--- config.mk ---
export PLATFORM = sky130hd
export DESIGN_NAME = cacheRefill
export DESIGN_NICKNAME = d
export VERILOG_FILES = /design/src/design/cachePkg.sv /design/src/design/cacheRefill.sv
export SDC_FILE = /design/constraint.sdc
export NUM_CORES = 1
export LEC_CHECK = 0
export ABC_AREA = 0
export BUFFER_PORTS_ARGS = -buffer_cell sky130_fd_sc_hd__buf_2
export CAP_MARGIN = 10
export CORE_MARGIN = 3
export CORE_UTILIZATION = 30
export CTS_BUF_LIST = sky130_fd_sc_hd__clkbuf_16
export CTS_CLUSTER_DIAMETER = 80
export CTS_CLUSTER_SIZE = 40
export DETAILED_ROUTE_END_ITERATION = 10
export GPL_ROUTABILITY_DRIVEN = 0
export PLACE_DENSITY_LB_ADDON = 0.2
export RECOVER_POWER = 50
export SYNTH_ARGS = -nofsm -noshare
export SYNTH_HDL_FRONTEND = slang
export SYNTH_SLANG_ARGS = --single-unit
--- constraint.sdc ---
create_clock -name clk -period 9.6 [get_ports clk]
set_input_delay 1.44 -clock clk [delete_from_list [all_inputs] [get_ports clk]]
set_output_delay 1.44 -clock clk [all_outputs]
set_load 0.01 [all_outputs]
--- src/design/cachePkg.sv ---
package cachePkg;

  // address and data widths
  localparam int ADDR_W = 32;
  localparam int XLEN = 64;

  // address fields: tag | index | offset
  localparam int OFFSET_W = 5;
  localparam int INDEX_W = 6;
  localparam int TAG_W = 21;
  localparam int INDEX_LSB = 5;
  localparam int TAG_LSB = 11;
  // offset bits above this pick the word in a line
  localparam int WORD_SEL_LSB = 3;

  // line and array geometry
  localparam int LINE_W = 256;
  localparam int BEATS = 4;
  localparam int SETS = 64;
  localparam int WAYS = 2;

  // lookup FSM encoding
  localparam logic [1:0] LK_IDLE = 2'd0;
  localparam logic [1:0] LK_COMPARE = 2'd1;
  localparam logic [1:0] LK_WAIT_FILL = 2'd2;

  // refill FSM encoding
  localparam logic [1:0] RF_IDLE = 2'd0;
  localparam logic [1:0] RF_REQUEST = 2'd1;
  localparam logic [1:0] RF_COLLECT = 2'd2;
  localparam logic [1:0] RF_WRITE = 2'd3;

endpackage
--- src/design/cacheRefill.sv ---
module cacheRefill (
  input  logic                          clk,
  input  logic                          rst_n,
  input  logic                          missStrobe_i,
  input  logic [cachePkg::ADDR_W-1:0]   missAddr_i,
  input  logic                          missVictim_i,
  input  logic [cachePkg::XLEN-1:0]     memRdData_i,
  input  logic                          memRdBeat_i,
  input  logic                          memRdLast_i,
  output logic                          memRdReq_o,
  output logic [cachePkg::ADDR_W-1:0]   memAddr_o,
  output logic                          fillEn_o,
  output logic                          fillWay_o,
  output logic [cachePkg::INDEX_W-1:0]  fillIndex_o,
  output logic [cachePkg::TAG_W-1:0]    fillTag_o,
  output logic [cachePkg::LINE_W-1:0]   fillLine_o,
  output logic                          replay_o
);
  import cachePkg::*;

  logic [1:0]          state;
  logic [1:0]          stateNext;
  logic [ADDR_W-1:0]   missAddrQ;
  logic                victimQ;
  logic [LINE_W-1:0]   lineBuf;

  always_comb begin
    stateNext = state;
    case (state)
      RF_IDLE: begin
        if (missStrobe_i) begin
          stateNext = RF_REQUEST;
        end
      end
      RF_REQUEST: begin
        stateNext = RF_COLLECT;
      end
      RF_COLLECT: begin
        if (memRdBeat_i && memRdLast_i) begin
          stateNext = RF_WRITE;
        end
      end
      RF_WRITE: begin
        stateNext = RF_IDLE;
      end
      default: begin
        stateNext = RF_IDLE;
      end
    endcase
  end

  always_ff @(posedge clk or negedge rst_n) begin
    if (!rst_n) begin
      state <= RF_IDLE;
      replay_o <= 1'b0;
    end else begin
      state <= stateNext;
      // replay follows the line write by one cycle
      replay_o <= (state == RF_WRITE);
    end
  end

  always_ff @(posedge clk) begin
    if (missStrobe_i && (state == RF_IDLE)) begin
      missAddrQ <= missAddr_i;
      victimQ <= missVictim_i;
    end
    // beats enter at the top, first beat ends in the lowest word
    if ((state == RF_COLLECT) && memRdBeat_i) begin
      lineBuf <= {memRdData_i, lineBuf[LINE_W-1:XLEN]};
    end
  end

  assign memRdReq_o = (state == RF_REQUEST);
  assign memAddr_o = {missAddrQ[ADDR_W-1:OFFSET_W], {OFFSET_W{1'b0}}};

  assign fillEn_o = (state == RF_WRITE);
  assign fillWay_o = victimQ;
  assign fillIndex_o = missAddrQ[INDEX_LSB +: INDEX_W];
  assign fillTag_o = missAddrQ[TAG_LSB +: TAG_W];
  assign fillLine_o = lineBuf;

endmodule

==> impl_metrics.yaml <==
sta:
  finalHoldViolations: 0
  rsz0062_at_grt: "false"
  slew_violations: 66
  max-slew-margin-rel: -0.546
  timing.final.crit_share: 0.444
  fmax_mhz: 235
  fin_tns_setup_ps: 0
  worst_pin_slew_ps: 2320
  min_period_ps: 4260
  finalClockSkew_ps: 19.6
  finalSetupViolations: 0
status:
  violations: "capacitance limit, slew limit"
  status: "finished, violations left"
setup_path:
  cp.required_ps: 9720
  arrival_ps: 4380
  worst-path-buf-inv: 2
  r2r_start: "state[0]"
  rr_worst_depth: 4
  cp_slowest_cell: "and2_0"
  worst-r2r-setup-slack_ps: 5670
  cpPeakStageDelay_ps: 1710
  end_kind: "flop"
  crit_fanout: 85
  path_cells: "clkbuf_1, and2_0, buf_4"
  critPathKind: "primary input to flop"
  r2r_end: "fillLine_o[149]"
  cp_top_family: "simple AND/OR/NAND/NOR gates"
  cp-start-kind: "primary input"
final_layout:
  finalNonFillerCells: 1126
  n_antenna_cell: 0
  area_growth_pct: 30.5
  drive_above_1_share: 0.461
  finalNetCount: 840
synth:
  ys.flop_type: "edfxtp_1"
  yosysMostFrequentCell: "edfxtp_1"
  synthTopCellsByArea: "edfxtp_1 (95%), buf_4 (2.7%), dfrtp_1 (0.84%)"
  postSynthCellCount: 333
  syn_area_um2: 8970
  ys_async_sr_fraction: 0.0105
  ys_ff_latch: 287
  synth_edf_count: 284
  yosysSeqAreaShare: 0.959
  yosys_warnings: 0
  synthDistinctLibCells: 13
  avgSynthCellArea_um2: 26.9
  ys_top_cells_by_count: "edfxtp_1 (284), buf_4 (32), ha_1 (4)"
  synth.largest_area_cell: "edfxtp_1"
  synth_top_area_share: 0.951
clock_network:
  cts-root-buf: "clkbuf_16"
  clkTransAtPathRegs_ps: 120
  post_cts_resized: 0
  cts_tree: "done"
  htree_num_levels: 1
  cts_buffer_depth: 3
  cts_buffers: 14
  clock-sinks: 287
  cts_hold_buf: 0
  clk_latency_ps: 510
  cts_setup_buffers: 0
drt:
  wl_met3_um: 2320
  dr_wl_met2_um: 10500
  met1_length_um: 6800
  wl_per_cell_um: 17.9
  top_layer_used: "met5"
  wl_um: 20100
  drt_iter0_markers: 218
  ant_nets: 0
  drc: 0
  num_vias: 4546
  routed_via_density: 4.04
  first_pass_iters: 4
global_route:
  grt_antenna_before_repair: 1
  grt_pass1_vias: 4663
  grt_pass1_wl_um: 27700
  grt.overflow.total: 0
  grt_max_degree: 86
  grt.total_usage: 0.114
floorplanning:
  core-area_um2: 29100
  die_w_um: 179
  initial_core_util: 0.308
  die-area_um2: 32000
  rows: 62
  io_pins: 421
  die_h_um: 179
placed_design:
  dp_hpwl_um: 15300
  dp_cells: 1102
  portBuffers: 410
min_path:
  worstHoldStart: "fillLine_o[85]"
  hold-path-endpoint: "fillLine_o[21]"
  hp-class: "flop to flop"
  hold_depth: 0
flow_run:
  drv_cap: 2
pwr:
  irDropWorstVdd_mv: 0.163
  power_density_nw_per_um2: 264
  p_leak_nw: 4.35
[registers in the layout, indices dropped and copies added (netlist names)]
| name | count |
|---|---|
| missAddrQ | 27 |
| fillLine_o | 256 |
| replay_o | 1 |
| state | 2 |
| fillWay_o | 1 |
[final cells by class]
cell class	instances	area [um2]
clock inverters	9	158
fillers	2713	17400
inverters	2	7.51
multi-input cells	16	128
repair buffers	413	1950
clock buffers	15	375
well taps	384	480
flip-flops and latches	287	8600
[worst reg2reg max path: stages, from the launching register on]
cell,delay (ps)
dfrtp_1,430
inv_1,100
ha_1,200
and2_0,1720
buf_4,1050
[placed cells by master, fill, tap and decap left out]
master        n
ha_1          4
o22a_1        1
nor2b_4       1
buf_2       313
nand2_1       1
dfrtp_1       3
clkbuf_1     97
clkinv_8      3
inv_6         1
clkbuf_16    15
clkinv_16     2
clkinvlp_4    1
buf_4         3
mux2_4        1
edfxtp_1    284
and2_0        2
inv_1         2
a21oi_1       1
conb_1        5
inv_12        2
[routing by layer]
| metal | track usage | vias to the layer above |
|---|---|---|
| li1 | - | 2068 |
| met1 | 0.120 | 2190 |
| met2 | 0.209 | 263 |
| met3 | 0.0460 | 23 |
| met4 | 0.0321 | 2 |
| met5 | 0 | - |
[cells by family after synthesis]
kind of cell | count (synthesis) | synth area share
DFF | 287 | 0.959
AOI/OAI and AO/OA | 2 | 0.00195
and+or+nand+nor | 4 | 0.00349
buffers and inverters | 34 | 0.0276
other | 1 | 0.000418
adders and majority gates | 4 | 0.00558
muxes | 1 | 0.00167
[worst max-delay path by stage]
| stage | start | endpoint | slack (ps) | cells past startpoint |
|---|---|---|---|---|
| 6_report | memRdBeat_i | fillLine_o[149] | 5340 | 3 |
| 5_1_grt | memRdBeat_i | fillLine_o[149] | 5000 | 3 |
| 4_1_cts | memRdBeat_i | fillLine_o[149] | 6750 | 3 |
| 3_5_place_dp | memRdBeat_i | fillLine_o[156] | 6210 | 3 |
| 3_3_place_gp | memRdBeat_i | fillLine_o[250] | 6290 | 3 |
| 2_1_floorplan | memRdBeat_i | fillLine_o[0] | 1720 | 1 |
[report_power, final]
group,switching (W),total (W),internal [W]
combinational,0.000365,0.000529,0.000164
sequential,0.0000993,0.00182,0.00172
clock,0.000424,0.000743,0.000319
[per-stage QoR]
step	utilization	setup slack, ps	cell area, um2	hold WS (ps)	power [W]
after detailed placement	0.388	6210	11300	426	0.00241
final	0.402	5340	11700	444	0.00309
after floorplan	-	1720	8980	499	0.00216
after CTS	0.407	6750	11800	439	0.00316
after global placement	0.388	6290	11300	425	0.00239
after global routing	0.402	5000	11700	452	0.00325
No activity file was read; power rests on OpenSTA's default activity.
