--- src/design/cachePkg.sv ---
package cachePkg;

  // address and data widths
  localparam int ADDR_W = 32;
  localparam int XLEN = 64;

  // address fields: tag | index | offset
  localparam int OFFSET_W = 5;
  localparam int INDEX_W = 6;
  localparam int TAG_W = 21;
  localparam int INDEX_LSB = 5;
  localparam int TAG_LSB = 11;
  // offset bits above this pick the word in a line
  localparam int WORD_SEL_LSB = 3;

  // line and array geometry
  localparam int LINE_W = 256;
  localparam int BEATS = 4;
  localparam int SETS = 64;
  localparam int WAYS = 2;

  // lookup FSM encoding
  localparam logic [1:0] LK_IDLE = 2'd0;
  localparam logic [1:0] LK_COMPARE = 2'd1;
  localparam logic [1:0] LK_WAIT_FILL = 2'd2;

  // refill FSM encoding
  localparam logic [1:0] RF_IDLE = 2'd0;
  localparam logic [1:0] RF_REQUEST = 2'd1;
  localparam logic [1:0] RF_COLLECT = 2'd2;
  localparam logic [1:0] RF_WRITE = 2'd3;

endpackage
--- src/design/cacheLookup.sv ---
module cacheLookup (
  input  logic                          clk,
  input  logic                          rst_n,
  input  logic [cachePkg::ADDR_W-1:0]   addr_i,
  input  logic                          valid_i,
  input  logic [cachePkg::TAG_W-1:0]    tagWay0_i,
  input  logic [cachePkg::TAG_W-1:0]    tagWay1_i,
  input  logic                          validWay0_i,
  input  logic                          validWay1_i,
  input  logic                          lruWay_i,
  input  logic [cachePkg::LINE_W-1:0]   lineWay0_i,
  input  logic [cachePkg::LINE_W-1:0]   lineWay1_i,
  input  logic                          replay_i,
  output logic                          addrOk_o,
  output logic                          dataOk_o,
  output logic                          dataNotOk_o,
  output logic [cachePkg::XLEN-1:0]     rdData_o,
  output logic                          rdEn_o,
  output logic [cachePkg::INDEX_W-1:0]  rdIndex_o,
  output logic                          hitStrobe_o,
  output logic                          hitWay_o,
  output logic                          missStrobe_o,
  output logic [cachePkg::ADDR_W-1:0]   missAddr_o,
  output logic                          missVictim_o
);
  import cachePkg::*;

  logic [1:0]                  state;
  logic [1:0]                  stateNext;
  logic [ADDR_W-1:0]           reqLatch;
  logic [TAG_W-1:0]            reqTag;
  logic [$clog2(BEATS)-1:0]    wordSel;
  logic                        way0Hit;
  logic                        way1Hit;
  logic                        cacheHit;
  logic                        compareEn;
  logic                        accept;
  logic [LINE_W-1:0]           hitLine;

  assign reqTag = reqLatch[TAG_LSB +: TAG_W];
  assign wordSel = reqLatch[WORD_SEL_LSB +: $clog2(BEATS)];

  assign compareEn = (state == LK_COMPARE);
  assign way0Hit = validWay0_i && (tagWay0_i == reqTag);
  assign way1Hit = validWay1_i && (tagWay1_i == reqTag);
  assign cacheHit = way0Hit || way1Hit;

  // a new request may enter while the current one hits
  assign addrOk_o = (state == LK_IDLE) || (compareEn && cacheHit);
  assign accept = valid_i && addrOk_o;

  always_comb begin
    stateNext = state;
    case (state)
      LK_IDLE: begin
        if (accept) begin
          stateNext = LK_COMPARE;
        end
      end
      LK_COMPARE: begin
        if (!cacheHit) begin
          stateNext = LK_WAIT_FILL;
        end else if (!accept) begin
          stateNext = LK_IDLE;
        end
      end
      LK_WAIT_FILL: begin
        if (replay_i) begin
          stateNext = LK_COMPARE;
        end
      end
      default: begin
        stateNext = LK_IDLE;
      end
    endcase
  end

  always_ff @(posedge clk or negedge rst_n) begin
    if (!rst_n) begin
      state <= LK_IDLE;
    end else begin
      state <= stateNext;
    end
  end

  always_ff @(posedge clk) begin
    if (accept) begin
      reqLatch <= addr_i;
    end
  end

  // replay re-reads the latched set after the fill
  assign rdEn_o = accept || replay_i;
  assign rdIndex_o = replay_i ? reqLatch[INDEX_LSB +: INDEX_W] : addr_i[INDEX_LSB +: INDEX_W];

  // word select from the hitting way
  assign hitLine = way0Hit ? lineWay0_i : lineWay1_i;
  assign rdData_o = hitLine[wordSel*XLEN +: XLEN];

  assign dataOk_o = compareEn && cacheHit;
  assign dataNotOk_o = (compareEn && !cacheHit) || (state == LK_WAIT_FILL);
  assign hitStrobe_o = compareEn && cacheHit;
  assign hitWay_o = !way0Hit;

  // invalid ways are filled before lru picks
  assign missStrobe_o = compareEn && !cacheHit;
  assign missAddr_o = reqLatch;
  assign missVictim_o = !validWay0_i ? 1'b0 : (!validWay1_i ? 1'b1 : lruWay_i);

endmodule

--- config.mk ---
export PLATFORM = sky130hd
export DESIGN_NAME = cacheLookup
export DESIGN_NICKNAME = d
export VERILOG_FILES = /design/src/design/cachePkg.sv /design/src/design/cacheLookup.sv
export SDC_FILE = /design/constraint.sdc
export NUM_CORES = 1
export LEC_CHECK = 0
export ABC_AREA = 1
export ABC_CLOCK_PERIOD_IN_PS = 2590
export BUFFER_PORTS_ARGS = -buffer_cell sky130_fd_sc_hd__buf_2
export CAP_MARGIN = 20
export CORE_AREA = 3 3 269 271
export CTS_BUF_LIST = sky130_fd_sc_hd__clkbuf_4 sky130_fd_sc_hd__clkbuf_8
export CTS_CLUSTER_DIAMETER = 60
export DETAILED_ROUTE_END_ITERATION = 10
export DIE_AREA = 0 0 272 274
export PLACE_DENSITY = 0.39
export SLEW_MARGIN = 20
export SYNTH_ARGS = -nofsm -noshare
export SYNTH_HDL_FRONTEND = slang
export SYNTH_SLANG_ARGS = --single-unit
--- constraint.sdc ---
create_clock -name clk -period 2.59 [get_ports clk]
set_input_delay 0.259 -clock clk [delete_from_list [all_inputs] [get_ports clk]]
set_output_delay 0.259 -clock clk [all_outputs]
set_load 0.005 [all_outputs]
==> qor.yml <==
grt_pass1_vias: 15100
pwr-share-comb_pct: 70.9
holdWs_ns: 0.114
ys_types: 23
drt_iter0_drc: 927
max_cap_viol_count: 0
fin_area_mm2: 0.0169
hpwl_um: 52600
drtAntennaViolNets: 0
path_cells: "nand2_1 > nand2_1 > nor2_1 > nand2_1 > nor2_4 > buf_12 > buf_6 > buf_12 > nand4_1 > nand3_1 > nand2_1 > nand2_1 > nand2_1 > buf_2"
port_buffers: 702
fp.coreArea_mm2: 0.0700
power_frac_seq_pct: 16.5
h-tree-depth: 2
fin_crit_ns: 2.79
cts_tree: "done"
p_clk_share_pct: 12.6
clk_pin_slew_ns: 0.09
path_common_cell: "nand2_1"
path_class: "reg -> out"
routed_wl_um: 69900
grt_pass1_wl_um: 97100
wire_per_inst_um: 18.9
place_congestion: 0.925
fill_cells: 8410
maxSlewViolCount: 0
overflow: 0
slowest_stage: "edfxtp_1"
path_delay_family: "simple AND/OR/NAND/NOR gates"
die_w_um: 272
slowest_delay_ns: 0.45
via_count: 15400
outcome: "finished, violations left"
final.setup.worst_slack_ns: -0.202
p_sw_uw: 2420
use_met1_pct: 21.3
clkLatencyLatePin_ns: 0.31
clock_skew_ns: 0.0139
nNetsFinal: 3333
place_area_mm2: 0.0148
vias_per_cell: 4.16
netlist_area_mm2: 0.00976
critPathMaxFanout: 42
numClockSinks: 34
rsz0062_at_grt: "true"
grt_max_degree: 72
hold_violations: 0
finalPower_uw: 5060
first_pass_iters: 5
remaining_drc_errors: 0
violations: "setup timing"
die_area_mm2: 0.0745
grtUsageMet2_pct: 30.5
synthesis.nets: 2624
peakVddDrop_uv: 601
fin_crit_sh_pct: 108
multi_input_area_mm2: 0.00655
drive_gt1_share_pct: 37.5
cp-start-kind: "flop"
hp-class: "in -> reg"
synthToLayoutAreaGrowth_pct: 72.8
p_per_area_mw_per_mm2: 300
rows: 97
tightest_slew_ns: 0.504
arrival_ns: 2.53
p_leak_uw: 0.0107
clk_path_buf_depth: 2
register_area_mm2: 0.00101
cts-buffers-inserted: 5
final_common_cell: "buf_2"
grt_antenna_before_repair: 20
met3_usage_pct: 3.10
relSlewSlack_pct: 66.4
cts-root-buf: "clkbuf_8"
ys_seq_area_share_pct: 10.4
intPower_uw: 2630
end_kind: "primary output"
synth.ff_latch_count: 34
io_pins: 703
setup_viol: 64
final_cell_mix: "buf_2 (697), nand2_1 (594), inv_1 (553)"
fmax_ghz: 0.358
swShare_pct: 48.0
yosysWarnings: 0
initial_core_util_pct: 13.9
tns_ns: -7.93
globalRouteTotalUtil_pct: 17.1
synth_area_per_cell_um2: 4.80
top_usage_layer: "met2"
fp.dieH_um: 274
worst-path-buf-inv: 4
syn_inst: 2031
critPathRequiredTime_ns: 2.33
[kinds of logic after synthesis]
kind of cell              after synthesis  share of synthesized area (%)
buffers and inverters                 716                           29.3
xor gates and xnor gates               11                          0.988
DFF                                    34                           10.4
and+or+nand+nor                      1260                           58.8
AOI/OAI and AO/OA                      10                          0.564
[cell usage after synthesis, drive strengths merged]
| master | instances | area [um^2] |
|---|---|---|
| nand4 | 258 | 1610 |
| nor3 | 3 | 15.0 |
| inv | 562 | 2110 |
| nand3 | 265 | 1330 |
| edfxtp | 32 | 961 |
| nand2 | 689 | 2590 |
| xnor2 | 8 | 70.1 |
| buf | 121 | 623 |
| a21boi | 1 | 7.51 |
| o22ai | 2 | 12.5 |
| or2 | 3 | 18.8 |
| nand3b | 2 | 15.0 |
| dfrtp | 2 | 50.1 |
| nor2 | 40 | 158 |
| o21ai | 7 | 35.0 |
| xor2 | 3 | 26.3 |
| clkbuf | 33 | 124 |
[metrics by stage]
stage                     setup WS [ns]  instances  util, %
after global placement           -0.117       3614     21.1
after floorplan                   0.154       2031        -
final                            -0.202       3695     24.1
after detailed placement         -0.100       3614     21.1
after global routing             -0.350       3691     24.1
after CTS                        -0.243       3670     23.3
[cell type report]
| cell class | instances | area share, % |
|---|---|---|
| Tap cell | 940 | 6.97 |
| Multi-Input combinational cell | 1281 | 38.8 |
| Timing Repair Buffer | 856 | 34.6 |
| Clock buffer | 5 | 0.408 |
| Sequential cell | 34 | 5.99 |
| Antenna cell | 14 | 0.208 |
| Inverter | 562 | 12.5 |
| Clock inverter | 3 | 0.408 |
[what timing repair did]
item                                    CTS  global route
cloned                                   19             7
pin swaps                                53            57
hold buffers                              1             0
gates resized for setup                 162           104
endpoints found under the hold margin     2             0
endpoints found under the setup margin   64           100
setup buffers                            28             6
[power by group through the flow]
stage / sequential [uW] / combinational [uW] / clock [uW]
floorplan: 848 / 1510 / 0
global placement: 846 / 3330 / 0
detailed placement: 849 / 3300 / 0
CTS: 831 / 3530 / 667
global route: 848 / 3980 / 669
finish: 832 / 3590 / 638
[registers in the layout, indices dropped and copies added, names as in the netlist]
register	count
missAddr_o	32
state	2
[per-layer routing]
layer,vias to the layer above,wire length [um],part of all wire [%]
met1,6972,29000,41
met4,8,1320,1.9
met3,64,4950,7.1
met2,660,34600,49
li1,7685,-,-
met5,-,57,0.082
[path summary, 6_finish.rpt]
kind | from | to | slack, ns | depth (start not counted)
max reg2reg | missAddr_o[30] | missAddr_o[27] | 0.29 | 14
min reg2reg | state[0] | state[0] | 0.49 | 1
max in group asynchronous | rst_n | state[1] | 2.16 | 2
min in group asynchronous | rst_n | state[0] | 0.34 | 2
min | addr_i[25] | missAddr_o[25] | 0.11 | 1
max | missAddr_o[14] | rdData_o[22] | -0.20 | 14
No activity file was read; power rests on OpenSTA's default activity.
